--- src/hdl/cam_pkg.sv ---
`default_nettype none

package cam_pkg;

	localparam int L2_AWIDTH = 12;
	localparam int TRANS_SIZE = 16;
	localparam int FIFO_DEPTH = 4;
	localparam int FIFO_PTR_W = $clog2(FIFO_DEPTH);
	localparam int CREDIT_W = $clog2(FIFO_DEPTH + 1);

	typedef enum logic [4:0] {
		REG_RX_SADDR   = 5'h00,
		REG_RX_SIZE    = 5'h01,
		REG_RX_CFG     = 5'h02,
		REG_CAM_CFG    = 5'h08,
		REG_CAM_LL     = 5'h09,
		REG_CAM_UR     = 5'h0A,
		REG_CAM_SIZE   = 5'h0B,
		REG_CAM_FILTER = 5'h0C,
		REG_CAM_VSYNC  = 5'h0D
	} cam_reg_e;

	// Bytes packed into one memory beat.
	typedef enum logic [1:0] {
		DS_BYTE = 2'd0,
		DS_HALF = 2'd1,
		DS_WORD = 2'd2
	} datasize_e;

	typedef enum logic [1:0] {
		RX_IDLE,
		RX_RUN,
		RX_DRAIN
	} rx_state_e;

	typedef struct packed {
		logic [L2_AWIDTH-1:0]  startaddr;
		logic [TRANS_SIZE-1:0] size;
		datasize_e             datasize;
		logic                  continuous;
	} rx_cfg_t;

	// Window corners are in pixels, x is the column and y the row.
	typedef struct packed {
		logic        enable;
		logic        window_en;
		logic [15:0] ll_x;
		logic [15:0] ll_y;
		logic [15:0] ur_x;
		logic [15:0] ur_y;
		logic [15:0] row_len;
		logic [7:0]  gain;
		logic        vsync_pol;
	} cam_cfg_t;

endpackage

`default_nettype wire

--- src/hdl/cam_stream_if.sv ---
`default_nettype none

// Pixel stream with credit return from the frame processor to the receive channel.
interface cam_stream_if;

	logic       pix_valid;
	logic [7:0] pix_data;
	logic       sof;
	logic       credit_ret;
	logic       flush;

	modport source (
		output pix_valid,
		output pix_data,
		output sof,
		input  credit_ret,
		input  flush
	);

	modport sink (
		input  pix_valid,
		input  pix_data,
		input  sof,
		output credit_ret,
		output flush
	);

endinterface

`default_nettype wire

--- src/hdl/cam_reg_if.sv ---
`default_nettype none

module cam_reg_if import cam_pkg::*; (
	input  wire                  clk_i,
	input  wire                  rstn_i,
	input  wire [31:0]           cfg_data_i,
	input  wire [4:0]            cfg_addr_i,
	input  wire                  cfg_valid_i,
	input  wire                  cfg_rwn_i,
	output logic [31:0]          cfg_data_o,
	output logic                 cfg_ready_o,
	output rx_cfg_t              rx_cfg_o,
	output logic                 rx_en_o,
	output logic                 rx_clr_o,
	input  wire                  rx_busy_i,
	input  wire                  rx_pending_i,
	input  wire [L2_AWIDTH-1:0]  rx_curr_addr_i,
	input  wire [TRANS_SIZE-1:0] rx_bytes_left_i,
	output cam_cfg_t             cam_cfg_o,
	input  wire                  cam_active_i,
	input  wire                  overflow_i
);

	logic                  wr_en;
	logic                  rd_en;
	logic [L2_AWIDTH-1:0]  saddr_q;
	logic [TRANS_SIZE-1:0] size_q;
	datasize_e             datasize_q;
	logic                  continuous_q;
	logic                  rx_en_q;
	logic                  rx_clr_q;
	logic [31:0]           cam_cfg_q;
	logic [31:0]           cam_ll_q;
	logic [31:0]           cam_ur_q;
	logic [15:0]           cam_size_q;
	logic [7:0]            cam_filter_q;
	logic                  vsync_pol_q;

	assign wr_en = cfg_valid_i & ~cfg_rwn_i;
	assign rd_en = cfg_valid_i & cfg_rwn_i;

	always_ff @(posedge clk_i or negedge rstn_i) begin
		if (!rstn_i) begin
			saddr_q      <= '0;
			size_q       <= '0;
			datasize_q   <= DS_BYTE;
			continuous_q <= 1'b0;
			rx_en_q      <= 1'b0;
			rx_clr_q     <= 1'b0;
			cam_cfg_q    <= '0;
			cam_ll_q     <= '0;
			cam_ur_q     <= '0;
			cam_size_q   <= '0;
			cam_filter_q <= '0;
			vsync_pol_q  <= 1'b0;
		end else begin
			// Enable and clear are strobes and fall back on their own.
			rx_en_q  <= 1'b0;
			rx_clr_q <= 1'b0;
			if (wr_en) begin
				case (cam_reg_e'(cfg_addr_i))
					REG_RX_SADDR:   saddr_q <= cfg_data_i[L2_AWIDTH-1:0];
					REG_RX_SIZE:    size_q <= cfg_data_i[TRANS_SIZE-1:0];
					REG_RX_CFG: begin
						rx_clr_q     <= cfg_data_i[6];
						rx_en_q      <= cfg_data_i[4];
						datasize_q   <= datasize_e'(cfg_data_i[2:1]);
						continuous_q <= cfg_data_i[0];
					end
					REG_CAM_CFG:    cam_cfg_q <= cfg_data_i;
					REG_CAM_LL:     cam_ll_q <= cfg_data_i;
					REG_CAM_UR:     cam_ur_q <= cfg_data_i;
					REG_CAM_SIZE:   cam_size_q <= cfg_data_i[15:0];
					REG_CAM_FILTER: cam_filter_q <= cfg_data_i[7:0];
					REG_CAM_VSYNC:  vsync_pol_q <= cfg_data_i[0];
					default: ;
				endcase
			end
		end
	end

	always_comb begin
		cfg_data_o = '0;
		if (rd_en) begin
			case (cam_reg_e'(cfg_addr_i))
				REG_RX_SADDR:   cfg_data_o[L2_AWIDTH-1:0] = rx_curr_addr_i;
				REG_RX_SIZE:    cfg_data_o[TRANS_SIZE-1:0] = rx_bytes_left_i;
				REG_RX_CFG: begin
					cfg_data_o[5:0] = {rx_pending_i, rx_busy_i, overflow_i,
						datasize_q, continuous_q};
				end
				REG_CAM_CFG:    cfg_data_o = {cam_active_i, cam_cfg_q[30:0]};
				REG_CAM_LL:     cfg_data_o = cam_ll_q;
				REG_CAM_UR:     cfg_data_o = cam_ur_q;
				REG_CAM_SIZE:   cfg_data_o[15:0] = cam_size_q;
				REG_CAM_FILTER: cfg_data_o[7:0] = cam_filter_q;
				REG_CAM_VSYNC:  cfg_data_o[0] = vsync_pol_q;
				default:        cfg_data_o = '0;
			endcase
		end
	end

	assign cfg_ready_o = 1'b1;
	assign rx_en_o = rx_en_q;
	assign rx_clr_o = rx_clr_q;

	assign rx_cfg_o = '{
		startaddr:  saddr_q,
		size:       size_q,
		datasize:   datasize_q,
		continuous: continuous_q
	};

	// Corners pack x in the low half and y in the high half.
	assign cam_cfg_o = '{
		enable:    cam_cfg_q[31],
		window_en: cam_cfg_q[0],
		ll_x:      cam_ll_q[15:0],
		ll_y:      cam_ll_q[31:16],
		ur_x:      cam_ur_q[15:0],
		ur_y:      cam_ur_q[31:16],
		row_len:   cam_size_q,
		gain:      cam_filter_q,
		vsync_pol: vsync_pol_q
	};

	a_en_pulse: assert property (@(posedge clk_i) disable iff (!rstn_i)
		rx_en_o |=> !rx_en_o);
	a_clr_pulse: assert property (@(posedge clk_i) disable iff (!rstn_i)
		rx_clr_o |=> !rx_clr_o);

endmodule

`default_nettype wire

--- src/hdl/cam_frame_proc.sv ---
`default_nettype none

module cam_frame_proc import cam_pkg::*; (
	input  wire           clk_i,
	input  wire           rstn_i,
	input  wire cam_cfg_t cam_cfg_i,
	input  wire           cam_vsync_i,
	input  wire           cam_valid_i,
	input  wire [7:0]     cam_data_i,
	input  wire           clr_i,
	output logic          cam_active_o,
	output logic          overflow_o,
	cam_stream_if.source  stream
);

	logic                vsync_corr;
	logic                vsync_q;
	logic                frame_start;
	logic [15:0]         col_q;
	logic [15:0]         row_q;
	logic                in_window;
	logic                accept;
	logic                has_credit;
	logic                push;
	logic [15:0]         product;
	logic [7:0]          pix_sat;
	logic [CREDIT_W-1:0] credits_q;
	logic                sof_pend_q;

	assign vsync_corr = cam_vsync_i ^ cam_cfg_i.vsync_pol;
	assign frame_start = vsync_corr & ~vsync_q;

	// The window is inclusive on all four edges.
	assign in_window = ~cam_cfg_i.window_en |
		((col_q >= cam_cfg_i.ll_x) & (col_q <= cam_cfg_i.ur_x) &
		 (row_q >= cam_cfg_i.ll_y) & (row_q <= cam_cfg_i.ur_y));

	assign accept = cam_active_o & cam_valid_i & ~frame_start & in_window;
	assign has_credit = credits_q != '0;
	assign push = accept & has_credit;

	// Gain is Q4.4, so 0x10 passes the pixel through unchanged.
	assign product = cam_data_i * cam_cfg_i.gain;
	assign pix_sat = (|product[15:12]) ? 8'hFF : product[11:4];

	always_ff @(posedge clk_i or negedge rstn_i) begin
		if (!rstn_i) begin
			vsync_q      <= 1'b0;
			cam_active_o <= 1'b0;
			col_q        <= '0;
			row_q        <= '0;
			sof_pend_q   <= 1'b0;
		end else begin
			vsync_q <= vsync_corr;
			if (frame_start) begin
				cam_active_o <= cam_cfg_i.enable;
				col_q        <= '0;
				row_q        <= '0;
				sof_pend_q   <= 1'b1;
			end else begin
				if (cam_active_o && cam_valid_i) begin
					if (col_q == cam_cfg_i.row_len - 16'd1) begin
						col_q <= '0;
						row_q <= row_q + 16'd1;
					end else begin
						col_q <= col_q + 16'd1;
					end
				end
				if (push)
					sof_pend_q <= 1'b0;
			end
		end
	end

	always_ff @(posedge clk_i or negedge rstn_i) begin
		if (!rstn_i) begin
			credits_q  <= CREDIT_W'(FIFO_DEPTH);
			overflow_o <= 1'b0;
		end else begin
			// A pixel spent during the flush cycle lands in the emptied FIFO.
			if (stream.flush)
				credits_q <= CREDIT_W'(FIFO_DEPTH) - CREDIT_W'(push);
			else
				credits_q <= credits_q - CREDIT_W'(push) + CREDIT_W'(stream.credit_ret);
			if (clr_i)
				overflow_o <= 1'b0;
			else if (accept && !has_credit)
				overflow_o <= 1'b1;
		end
	end

	always_ff @(posedge clk_i or negedge rstn_i) begin
		if (!rstn_i) begin
			stream.pix_valid <= 1'b0;
			stream.sof       <= 1'b0;
		end else begin
			stream.pix_valid <= push;
			stream.sof       <= push & sof_pend_q;
		end
	end

	always_ff @(posedge clk_i) begin
		if (push)
			stream.pix_data <= pix_sat;
	end

	a_credit_bound: assert property (@(posedge clk_i) disable iff (!rstn_i)
		credits_q <= CREDIT_W'(FIFO_DEPTH));

endmodule

`default_nettype wire

--- src/hdl/cam_rx_channel.sv ---
`default_nettype none

module cam_rx_channel import cam_pkg::*; (
	input  wire                   clk_i,
	input  wire                   rstn_i,
	input  wire rx_cfg_t          rx_cfg_i,
	input  wire                   en_i,
	input  wire                   clr_i,
	cam_stream_if.sink            stream,
	output logic                  busy_o,
	output logic                  pending_o,
	output logic [L2_AWIDTH-1:0]  curr_addr_o,
	output logic [TRANS_SIZE-1:0] bytes_left_o,
	output logic                  mem_req_o,
	output logic [L2_AWIDTH-1:0]  mem_addr_o,
	output logic [31:0]           mem_wdata_o,
	output logic [3:0]            mem_be_o,
	input  wire                   mem_gnt_i
);

	rx_state_e             state_q;
	logic [8:0]            fifo_mem [FIFO_DEPTH];
	logic [FIFO_PTR_W-1:0] wr_ptr_q;
	logic [FIFO_PTR_W-1:0] rd_ptr_q;
	logic [CREDIT_W-1:0]   fifo_cnt_q;
	logic                  fifo_empty;
	logic                  fifo_full;
	logic                  push;
	logic                  pop;
	logic [8:0]            pop_entry;
	logic [1:0]            pop_lane;
	logic [1:0]            pack_cnt_q;
	logic [31:0]           pack_data_q;
	logic                  beat_done;
	logic                  req_q;
	logic                  grant;
	logic                  last_beat;
	logic                  pending_q;
	logic [L2_AWIDTH-1:0]  addr_q;
	logic [TRANS_SIZE-1:0] bytes_left_q;
	logic [2:0]            beat_bytes;
	logic [3:0]            be_base;

	always_comb begin
		case (rx_cfg_i.datasize)
			DS_BYTE: begin
				beat_bytes = 3'd1;
				be_base    = 4'b0001;
			end
			DS_HALF: begin
				beat_bytes = 3'd2;
				be_base    = 4'b0011;
			end
			default: begin
				beat_bytes = 3'd4;
				be_base    = 4'b1111;
			end
		endcase
	end

	assign fifo_empty = fifo_cnt_q == '0;
	assign fifo_full = fifo_cnt_q == CREDIT_W'(FIFO_DEPTH);
	assign push = stream.pix_valid & ~clr_i;

	// While idle the FIFO is drained so that credits keep flowing.
	assign pop = ~clr_i & ~fifo_empty &
		((state_q == RX_IDLE) | ((state_q == RX_RUN) & ~req_q));
	assign pop_entry = fifo_mem[rd_ptr_q];

	// A frame start restarts packing at lane 0.
	assign pop_lane = pop_entry[8] ? 2'd0 : pack_cnt_q;
	assign beat_done = {1'b0, pop_lane} == beat_bytes - 3'd1;

	assign grant = req_q & mem_gnt_i;
	assign last_beat = bytes_left_q <= TRANS_SIZE'(beat_bytes);

	assign stream.credit_ret = pop;
	assign stream.flush = clr_i;

	always_ff @(posedge clk_i) begin
		if (push)
			fifo_mem[wr_ptr_q] <= {stream.sof, stream.pix_data};
	end

	always_ff @(posedge clk_i or negedge rstn_i) begin
		if (!rstn_i) begin
			wr_ptr_q   <= '0;
			rd_ptr_q   <= '0;
			fifo_cnt_q <= '0;
		end else if (clr_i) begin
			wr_ptr_q   <= '0;
			rd_ptr_q   <= '0;
			fifo_cnt_q <= '0;
		end else begin
			if (push)
				wr_ptr_q <= wr_ptr_q + 1'b1;
			if (pop)
				rd_ptr_q <= rd_ptr_q + 1'b1;
			fifo_cnt_q <= fifo_cnt_q + CREDIT_W'(push) - CREDIT_W'(pop);
		end
	end

	always_ff @(posedge clk_i or negedge rstn_i) begin
		if (!rstn_i) begin
			state_q      <= RX_IDLE;
			req_q        <= 1'b0;
			pending_q    <= 1'b0;
			pack_cnt_q   <= '0;
			addr_q       <= '0;
			bytes_left_q <= '0;
		end else if (clr_i) begin
			state_q    <= RX_IDLE;
			req_q      <= 1'b0;
			pending_q  <= 1'b0;
			pack_cnt_q <= '0;
		end else begin
			if (en_i && state_q != RX_IDLE)
				pending_q <= 1'b1;
			case (state_q)
				RX_IDLE: begin
					if (en_i) begin
						addr_q       <= rx_cfg_i.startaddr;
						bytes_left_q <= rx_cfg_i.size;
						pack_cnt_q   <= '0;
						state_q      <= RX_RUN;
					end
				end
				RX_RUN: begin
					if (pop) begin
						pack_cnt_q <= beat_done ? 2'd0 : pop_lane + 2'd1;
						if (beat_done)
							req_q <= 1'b1;
					end
					if (grant) begin
						req_q  <= 1'b0;
						addr_q <= addr_q + L2_AWIDTH'(beat_bytes);
						if (last_beat) begin
							bytes_left_q <= '0;
							state_q      <= RX_DRAIN;
						end else begin
							bytes_left_q <= bytes_left_q - TRANS_SIZE'(beat_bytes);
						end
					end
				end
				RX_DRAIN: begin
					if (rx_cfg_i.continuous || pending_q) begin
						addr_q       <= rx_cfg_i.startaddr;
						bytes_left_q <= rx_cfg_i.size;
						pending_q    <= 1'b0;
						state_q      <= RX_RUN;
					end else begin
						state_q <= RX_IDLE;
					end
				end
				default: state_q <= RX_IDLE;
			endcase
		end
	end

	always_ff @(posedge clk_i) begin
		if (pop && state_q == RX_RUN)
			pack_data_q[8*pop_lane +: 8] <= pop_entry[7:0];
	end

	assign busy_o = state_q != RX_IDLE;
	assign pending_o = pending_q;
	assign curr_addr_o = addr_q;
	assign bytes_left_o = bytes_left_q;

	// Beats go out on the byte lanes selected by the low address bits.
	assign mem_req_o = req_q;
	assign mem_addr_o = addr_q;
	assign mem_be_o = be_base << addr_q[1:0];
	assign mem_wdata_o = pack_data_q << {addr_q[1:0], 3'b000};

	a_no_push_full: assert property (@(posedge clk_i) disable iff (!rstn_i)
		!(push && fifo_full));
	a_addr_hold: assert property (@(posedge clk_i) disable iff (!rstn_i)
		mem_req_o && !mem_gnt_i && !clr_i |=> mem_req_o && $stable(mem_addr_o));

endmodule

`default_nettype wire

--- src/hdl/cam_subsys_top.sv ---
`default_nettype none

module cam_subsys_top import cam_pkg::*; (
	input  wire                  clk_i,
	input  wire                  rstn_i,
	input  wire [31:0]           cfg_data_i,
	input  wire [4:0]            cfg_addr_i,
	input  wire                  cfg_valid_i,
	input  wire                  cfg_rwn_i,
	output logic [31:0]          cfg_data_o,
	output logic                 cfg_ready_o,
	input  wire                  cam_vsync_i,
	input  wire                  cam_valid_i,
	input  wire [7:0]            cam_data_i,
	output logic                 mem_req_o,
	output logic [L2_AWIDTH-1:0] mem_addr_o,
	output logic [31:0]          mem_wdata_o,
	output logic [3:0]           mem_be_o,
	input  wire                  mem_gnt_i
);

	rx_cfg_t               rx_cfg;
	cam_cfg_t              cam_cfg;
	logic                  rx_en;
	logic                  rx_clr;
	logic                  rx_busy;
	logic                  rx_pending;
	logic [L2_AWIDTH-1:0]  rx_curr_addr;
	logic [TRANS_SIZE-1:0] rx_bytes_left;
	logic                  cam_active;
	logic                  overflow;

	cam_stream_if stream_if ();

	cam_reg_if u_reg_if (
		.clk_i           (clk_i),
		.rstn_i          (rstn_i),
		.cfg_data_i      (cfg_data_i),
		.cfg_addr_i      (cfg_addr_i),
		.cfg_valid_i     (cfg_valid_i),
		.cfg_rwn_i       (cfg_rwn_i),
		.cfg_data_o      (cfg_data_o),
		.cfg_ready_o     (cfg_ready_o),
		.rx_cfg_o        (rx_cfg),
		.rx_en_o         (rx_en),
		.rx_clr_o        (rx_clr),
		.rx_busy_i       (rx_busy),
		.rx_pending_i    (rx_pending),
		.rx_curr_addr_i  (rx_curr_addr),
		.rx_bytes_left_i (rx_bytes_left),
		.cam_cfg_o       (cam_cfg),
		.cam_active_i    (cam_active),
		.overflow_i      (overflow)
	);

	cam_frame_proc u_frame_proc (
		.clk_i        (clk_i),
		.rstn_i       (rstn_i),
		.cam_cfg_i    (cam_cfg),
		.cam_vsync_i  (cam_vsync_i),
		.cam_valid_i  (cam_valid_i),
		.cam_data_i   (cam_data_i),
		.clr_i        (rx_clr),
		.cam_active_o (cam_active),
		.overflow_o   (overflow),
		.stream       (stream_if.source)
	);

	cam_rx_channel u_rx_channel (
		.clk_i        (clk_i),
		.rstn_i       (rstn_i),
		.rx_cfg_i     (rx_cfg),
		.en_i         (rx_en),
		.clr_i        (rx_clr),
		.stream       (stream_if.sink),
		.busy_o       (rx_busy),
		.pending_o    (rx_pending),
		.curr_addr_o  (rx_curr_addr),
		.bytes_left_o (rx_bytes_left),
		.mem_req_o    (mem_req_o),
		.mem_addr_o   (mem_addr_o),
		.mem_wdata_o  (mem_wdata_o),
		.mem_be_o     (mem_be_o),
		.mem_gnt_i    (mem_gnt_i)
	);

endmodule

`default_nettype wire

--- config.mk ---
export PLATFORM = sky130hd
export DESIGN_NAME = cam_subsys_top
export DESIGN_NICKNAME = d
export VERILOG_FILES = /design/src/hdl/cam_pkg.sv /design/src/hdl/cam_stream_if.sv /design/src/hdl/cam_reg_if.sv /design/src/hdl/cam_frame_proc.sv /design/src/hdl/cam_rx_channel.sv /design/src/hdl/cam_subsys_top.sv
export SDC_FILE = /design/constraint.sdc
export NUM_CORES = 1
export LEC_CHECK = 0
export BUFFER_PORTS_ARGS = -buffer_cell sky130_fd_sc_hd__buf_4
export CAP_MARGIN = 20
export CORE_MARGIN = 2
export CORE_UTILIZATION = 60
export DETAILED_ROUTE_END_ITERATION = 10
export MAX_ROUTING_LAYER = met4
export PLACE_DENSITY = 0.91
export SETUP_SLACK_MARGIN = 0.15
export SLEW_MARGIN = 25
export SYNTH_ARGS = -nofsm -noshare
export SYNTH_HDL_FRONTEND = slang
export SYNTH_SLANG_ARGS = --single-unit
--- constraint.sdc ---
create_clock -name clk_i -period 14 [get_ports clk_i]
set_clock_uncertainty 0.05 [all_clocks]
set_input_delay 2.1 -clock clk_i [delete_from_list [all_inputs] [get_ports clk_i]]
set_output_delay 2.1 -clock clk_i [all_outputs]
set_load 0.02 [all_outputs]
==> Yosys cells after proc, flatten, opt, wreduce, memory -nomap -nowiden <==
Memories as Yosys holds them, arrays and structs flattened.
Index checks and enable logic that the tools add are counted.
{ "word_totals": {"register_bits": 276, "mem_bits_rw": 36, "inputBits": 52, "out_inout_bits": 82, "word_cells": 204, "n_memories": 1} }
{ "memory_table": {"columns": ["name", "depth", "word_bits", "read_ports", "rd_ports_with_merged_regs", "wr", "line", "rtl"], "rows": [
  ["u_rx_channel.fifo_mem", 4, 9, 1, 0, 1, "cam_rx_channel.sv:22", "logic [8:0] fifo_mem [FIFO_DEPTH];"]
]} }
{ "op_classes": {"addsub": 15, "mul": 1, "n_lt_le_gt_ge": 5, "n_eq_ne": 20, "shift": 4, "mux": 62, "n_bitwise": 26, "reduce_logical": 38} }
{ "op_table": {"columns": ["cell", "count"], "rows": [
  ["16-bit 2-to-1 mux", 10],
  ["16-bit case mux with 3 select lines", 2],
  ["5-bit case mux with 8 select lines", 1],
  ["12-bit 2-to-1 mux", 3],
  ["12-bit case mux with 3 select lines", 1],
  ["5-bit negation with 34-bit output", 1],
  ["8-bit by 34-bit variable shift with 32-bit output, first input constant", 1],
  ["8-bit by 34-bit variable part select with 32-bit output", 1],
  ["16-bit by 1-bit adder with 16-bit output, second input constant", 2],
  ["32-bit bitwise mux", 1],
  ["16-bit greater-or-equal comparator", 2],
  ["16-bit less-or-equal comparator", 2],
  ["32-bit 2-to-1 mux", 1],
  ["32-bit by 5-bit << shifter with 32-bit output", 1],
  ["5-bit by 4-bit == test with 1-bit output, second input constant", 6],
  ["2-bit 2-to-1 mux", 13],
  ["4-bit case mux with 6 select lines", 1],
  ["1-bit 2-to-1 mux", 20],
  ["4-bit case mux with 5 select lines", 1],
  ["2-bit AND reduction", 10],
  ["1-bit AND", 16],
  ["16-bit == test", 1],
  ["16-bit by 3-bit less-or-equal comparator with 1-bit output", 1],
  ["8-bit by 8-bit multiplier with 16-bit output", 1],
  ["39 further kinds", 72]
]} }

==> Depth between registers and ports, before layout <==
{ "logic_depth": {"word_depth": 10, "depth_mapped": 19, "ltp_nobuf": 18} }

==> Cells and area by module <==
Synthesis repeated with hierarchy kept, for this count alone.
{ "unflattened": {"cells_unflattened": 1887, "hier_area_um2": 20051.7} }
{ "modules_own_cells": {"columns": ["module", "n_inst", "cells_per_inst", "area_per_inst_um2", "seq_area_each_um2"], "rows": [
  ["cam_reg_if", 1, 571, 7536.0, 3853.7],
  ["cam_frame_proc", 1, 767, 6570.1, 1267.5],
  ["cam_rx_channel", 1, 549, 5945.7, 3067.9]
]} }

==> Worst setup path after synthesis <==
OpenSTA, ideal clock, no wires.
{ "synth_timing": {"path_kind": "input port to flip-flop", "start": "in cam_data_i[2]", "end": "reg u_frame_proc.stream.pix_data[1], data pin", "setup_ns": 0.296, "arrival_ns": 6.200, "required_time_ns": 13.654, "path_slack_ns": 7.454, "cell_stages": 13, "n_path_buf": 0, "cell_sequence": "nand2_1 -> fa_1 -> fa_1 -> fa_1 -> inv_1 -> fa_1 -> ha_1 -> or2_2 -> a21oi_1 -> a311oi_1 -> or3_1 -> a311oi_1 -> o21ai_0"} }
{ "synth_via": {"elab_chain_cells": 2} }
{ "synth_lines": {"columns": ["item", "line", "rtl"], "rows": [
  ["start: declaration", "cam_subsys_top.sv:14", "input wire [7:0] cam_data_i,"],
  ["8-bit by 8-bit multiplier with 16-bit output *", "cam_frame_proc.sv:43", "assign product = cam_data_i * cam_cfg_i.gain;"],
  ["4-bit OR reduction", "cam_frame_proc.sv:44", "assign pix_sat = (|product[15:12]) ? 8'hFF : product[11:4];"],
  ["end signal: assignment", "cam_frame_proc.sv:104", "stream.pix_data <= pix_sat;"],
  ["end: declaration", "cam_stream_if.sv:14", "output pix_data,"]
]} }
Mark *: on every way between the ends. The rest lies on a longest branch, timed or not.
A chain may end at the register's enable or synchronous reset.

==> Worst setup path in the final report <==
{ "layout_timing": {"start": "in cam_data_i[1]", "end": "reg u_frame_proc.stream.pix_data[1], data pin"} }
Same word-level chain as after synthesis.

==> qor.log <==
INFO  clock_tree     cts.sink_count=312
INFO  power_and_ir_drop power.combinational.fraction=33.9%
INFO  setup_path     worst_setup_path_startpoint=cam_data_i[1]
INFO  final_layout   layout.cells.non_filler=2321
INFO  placed_design  place_hpwl=34900um
INFO  sta            fin_crit_sh=46.3%
INFO  final_layout   layout.cells.most_common_list=sky130_fd_sc_hd__dfrtp_1 (234), sky130_fd_sc_hd__inv_1 (151), sky130_fd_sc_hd__mux2_2 (150), sky130_fd_sc_hd__buf_4 (150), sky130_fd_sc_hd__ha_1 (120)
INFO  clock_tree     clock_path_buffers=3
INFO  logic_synthesis summed_instance_area_of_the_synthesized_netlist=18900um2
INFO  power_and_ir_drop sequential_share_of_power=39.7%
INFO  final_layout   mostFrequentLayoutCell=sky130_fd_sc_hd__dfrtp_1
INFO  power_and_ir_drop power_leakage=0.00973uW
INFO  clock_tree     ctsRootBufferMaster=sky130_fd_sc_hd__clkbuf_16
INFO  setup_path     arrival=6660ps
INFO  sta            setup_violations=0
INFO  setup_path     timing.reg2reg.setup_slack=8600ps
INFO  sta            count_of_endpoints_failing_hold_in_the_final_timing_report=0
INFO  final_layout   layout.core_utilization=69.3%
INFO  clock_tree     clock_insertion_delay_worst_skew=520ps
INFO  final_layout   area_growth_syn_to_layout=12.9%
INFO  power_and_ir_drop total_switching_power=1210uW
INFO  hold_path      min_path_type=flop to flop
INFO  setup_path     timing.critical_path.required=14170ps
INFO  logic_synthesis syn-instance-count=1797
INFO  sta            timing.final.crit_period=6490ps
INFO  logic_synthesis yosys_register_bits=312
INFO  sta            slew_worst_pin=1030ps
INFO  setup_path     critical_path.endpoint_type=flop
INFO  drt            drt-initial-drc-count=1854
INFO  clock_tree     cts_tree=done
INFO  logic_synthesis async_reset_ff_share=75.6%
INFO  grt            gr-total-overflow=0
INFO  final_layout   insertedDiodeCount=0
INFO  hold_path      timing.hold.worst_path_depth=2
INFO  clock_tree     cts.htree.levels=2
INFO  floorplanning  initial_core_util=61.3%
INFO  drt            post_drt_wl_per_cell=21.3um
INFO  final_layout   fin_nets=2113
INFO  drt            detail_route.drc_violations=0
INFO  final_layout   nFillCells=2139
INFO  run            cap_violations=0
INFO  placed_design  place.detailed.instances=2261
INFO  grt            first_global_vias=15238
INFO  setup_path     timing.reg2reg.worst_path_depth=13
INFO  drt            finalWirelength=49400um
INFO  power_and_ir_drop vdd.ir_drop.worst=103uV
INFO  drt            vias=15026
INFO  clock_tree     postCtsResizedCells=0
INFO  floorplanning  core.rowCount=64
INFO  final_layout   multi_input_comb_area=9810um2
INFO  logic_synthesis synth-edff-count=76
INFO  floorplanning  die_w=181um
INFO  setup_path     crit_path_max_fanout=8
INFO  final_layout   seq_cell_area=8190um2
INFO  grt            antenna_violations_before_repair=0
INFO  final_layout   drive_gt1_share=19.6%
INFO  clock_tree     cts_buffers=34
INFO  floorplanning  dieArea=32900um2
INFO  drt            drt_first_pass_iters=9
INFO  logic_synthesis proportion_of_synthesized_chip_area_in_sequential_cells=43.4%
INFO  setup_path     regToRegEndpoint=u_frame_proc.stream.pix_data[1]
INFO  sta            slew_violations=0
INFO  logic_synthesis synth_ff_type=sky130_fd_sc_hd__dfrtp_1
INFO  sta            worst_slew_margin_rel=31.6%
INFO  drt            antenna_left=0
INFO  sta            grt_setup_unrepaired=false
INFO  logic_synthesis synth_cell_types=70
INFO  grt            grt_max_degree=98
INFO  floorplanning  top_level_ports=134
INFO  logic_synthesis postSynthNetCount=2009
INFO  drt            mean_number_of_vias_per_cell=6.47
INFO  grt            gr-usage-all-layers=31.0%
INFO  setup_path     timing.setup.critical_path_class=primary input to flop
INFO  sta            setup-tns-final=0ps
INFO  clock_tree     cts_hold_buffers=0
INFO  setup_path     critical_path.endpoint=u_frame_proc.stream.pix_data[1]
INFO  power_and_ir_drop clock_power_share=26.4%
INFO  setup_path     sort_of_element_at_the_start_of_the_critical_path=primary input
INFO  run_status     run_status=finished clean
INFO  placed_design  i_o_buffers=132
INFO  logic_synthesis synthesis.yosys.warnings=0
INFO  power_and_ir_drop internal_power_summed_over_all_cells=2090uW
INFO  sta            fmax=154MHz
INFO  floorplanning  fp.coreArea=30700um2
INFO  clock_tree     cts.reportedPaths.clkPinSlew=60ps
INFO  power_and_ir_drop switching_share=36.7%
INFO  clock_tree     postCtsSetupBuffers=0
INFO  grt            grt_pass1_wl=79800um
INFO  power_and_ir_drop power_density=155nW/um2
INFO  logic_synthesis syn_area_per_cell=10.5um2
INFO  setup_path     r2r_start=u_reg_if.cam_filter_q[7]
INFO  placed_design  finalWeightedCongestion=0.952
INFO  floorplanning  die_height=181um
[final cells by class]
| cell class | count | share of cell area, % |
|---|---|---|
| multi-input cells | 1250 | 46.1 |
| flip-flops and latches | 312 | 38.5 |
| well taps | 396 | 2.33 |
| repair buffers | 152 | 5.41 |
| inverters | 151 | 2.66 |
| clock buffers | 49 | 4.65 |
| clock inverters | 11 | 0.411 |
[cell families after synthesis]
kind of cell	after synthesis	share of synthesized area, %
adders and majority gates	160	12.2
AOI/OAI and AO/OA	332	11.5
DFF	312	43.4
and+or+nand+nor	520	14.3
muxes	183	11.3
xor gates and xnor gates	54	2.51
buffers and inverters	235	4.76
other	1	0.0199
[flip-flops by register name, summed over array words and instances, names as in the netlist, 8 cells and up]
name                          cells
u_rx_channel.fifo_mem            36
u_reg_if.cam_cfg_q               32
u_reg_if.cam_ll_q                32
u_rx_channel.bytes_left_o        16
u_frame_proc.row_q               16
u_reg_if.cam_filter_q             8
u_reg_if.cam_ur_q                32
u_rx_channel.curr_addr_o         12
u_frame_proc.stream.pix_data      8
u_reg_if.cam_size_q              16
u_frame_proc.col_q               16
u_reg_if.saddr_q                 12
u_rx_channel.pack_data_q         32
u_reg_if.size_q                  16
[worst min-delay path by stage]
stage	from	to	slack (ps)
finish	u_reg_if.cam_cfg_q[31]	u_frame_proc.cam_active_o	420
global route	u_reg_if.cam_cfg_q[31]	u_frame_proc.cam_active_o	460
CTS	u_reg_if.cam_cfg_q[31]	u_frame_proc.cam_active_o	420
detailed placement	u_reg_if.cam_cfg_q[31]	u_frame_proc.cam_active_o	410
global placement	u_reg_if.cam_cfg_q[31]	u_frame_proc.cam_active_o	390
floorplan	u_reg_if.cam_cfg_q[31]	u_frame_proc.cam_active_o	380
[critical path, stage by stage]
cell and delay (ps):
sky130_fd_sc_hd__buf_4 140, sky130_fd_sc_hd__and2_1 170, sky130_fd_sc_hd__fa_1 420, sky130_fd_sc_hd__inv_1 80, sky130_fd_sc_hd__fa_1 440, sky130_fd_sc_hd__fa_1 540, sky130_fd_sc_hd__inv_1 50, sky130_fd_sc_hd__fa_1 470
sky130_fd_sc_hd__ha_1 370, sky130_fd_sc_hd__or2_2 290, sky130_fd_sc_hd__a21oi_1 240, sky130_fd_sc_hd__a311oi_1 100, sky130_fd_sc_hd__or3_1 370, sky130_fd_sc_hd__a311oi_1 690, sky130_fd_sc_hd__o21ai_0 190
[routing by layer]
metal | track usage (%) | wire [um]
met5 | - | 0
met4 | 10.6 | 1490
met3 | 5.06 | 4560
met2 | 49.2 | 23400
met1 | 40.9 | 19900
[power by group through the flow]
stage               Combinational, uW  Clock, uW  Sequential (uW)
floorplan                         774          0             1240
global placement                 1040          0             1300
detailed placement               1100          0             1310
CTS                              1110        881             1300
global route                     1230        918             1330
finish                           1120        871             1310
[cells in the mapped netlist (all sizes together) (9+ instances only)]
library cell / number / share of area, %
nor3: 32 / 0.85
mux2: 150 / 9.0
inv: 151 / 3.0
and3: 26 / 0.86
nand3: 31 / 0.82
or4: 12 / 0.52
mux2i: 24 / 1.3
xor2: 26 / 1.2
fa: 40 / 4.2
a21oi: 83 / 2.2
mux4: 9 / 1.1
or3: 13 / 0.43
a222oi: 22 / 1.2
o211ai: 11 / 0.44
xnor2: 28 / 1.3
nand2b: 16 / 0.53
ha: 120 / 8.0
a22oi: 31 / 1.2
nor4: 12 / 0.48
dfrtp: 235 / 31
a31oi: 17 / 0.56
buf: 18 / 0.43
a211oi: 14 / 0.56
and2: 80 / 2.7
o21ai: 81 / 2.1
nand2: 118 / 2.3
edfxtp: 76 / 12
nor2b: 33 / 1.1
nand4: 20 / 0.66
a21o: 10 / 0.40
clkbuf: 66 / 1.3
nor2: 106 / 2.1
[through the flow]
stage / worst slack [ps] / total power [uW] / hold slack [ps] / area [um2]
CTS: 7540 / 3290 / 422 / 21300
global placement: 7070 / 2340 / 392 / 20200
global route: 7200 / 3480 / 465 / 21300
floorplan: 7450 / 2010 / 383 / 18900
finish: 7510 / 3300 / 424 / 21300
detailed placement: 7040 / 2410 / 410 / 20200
Note: power is estimated with default switching activity, not from simulation.
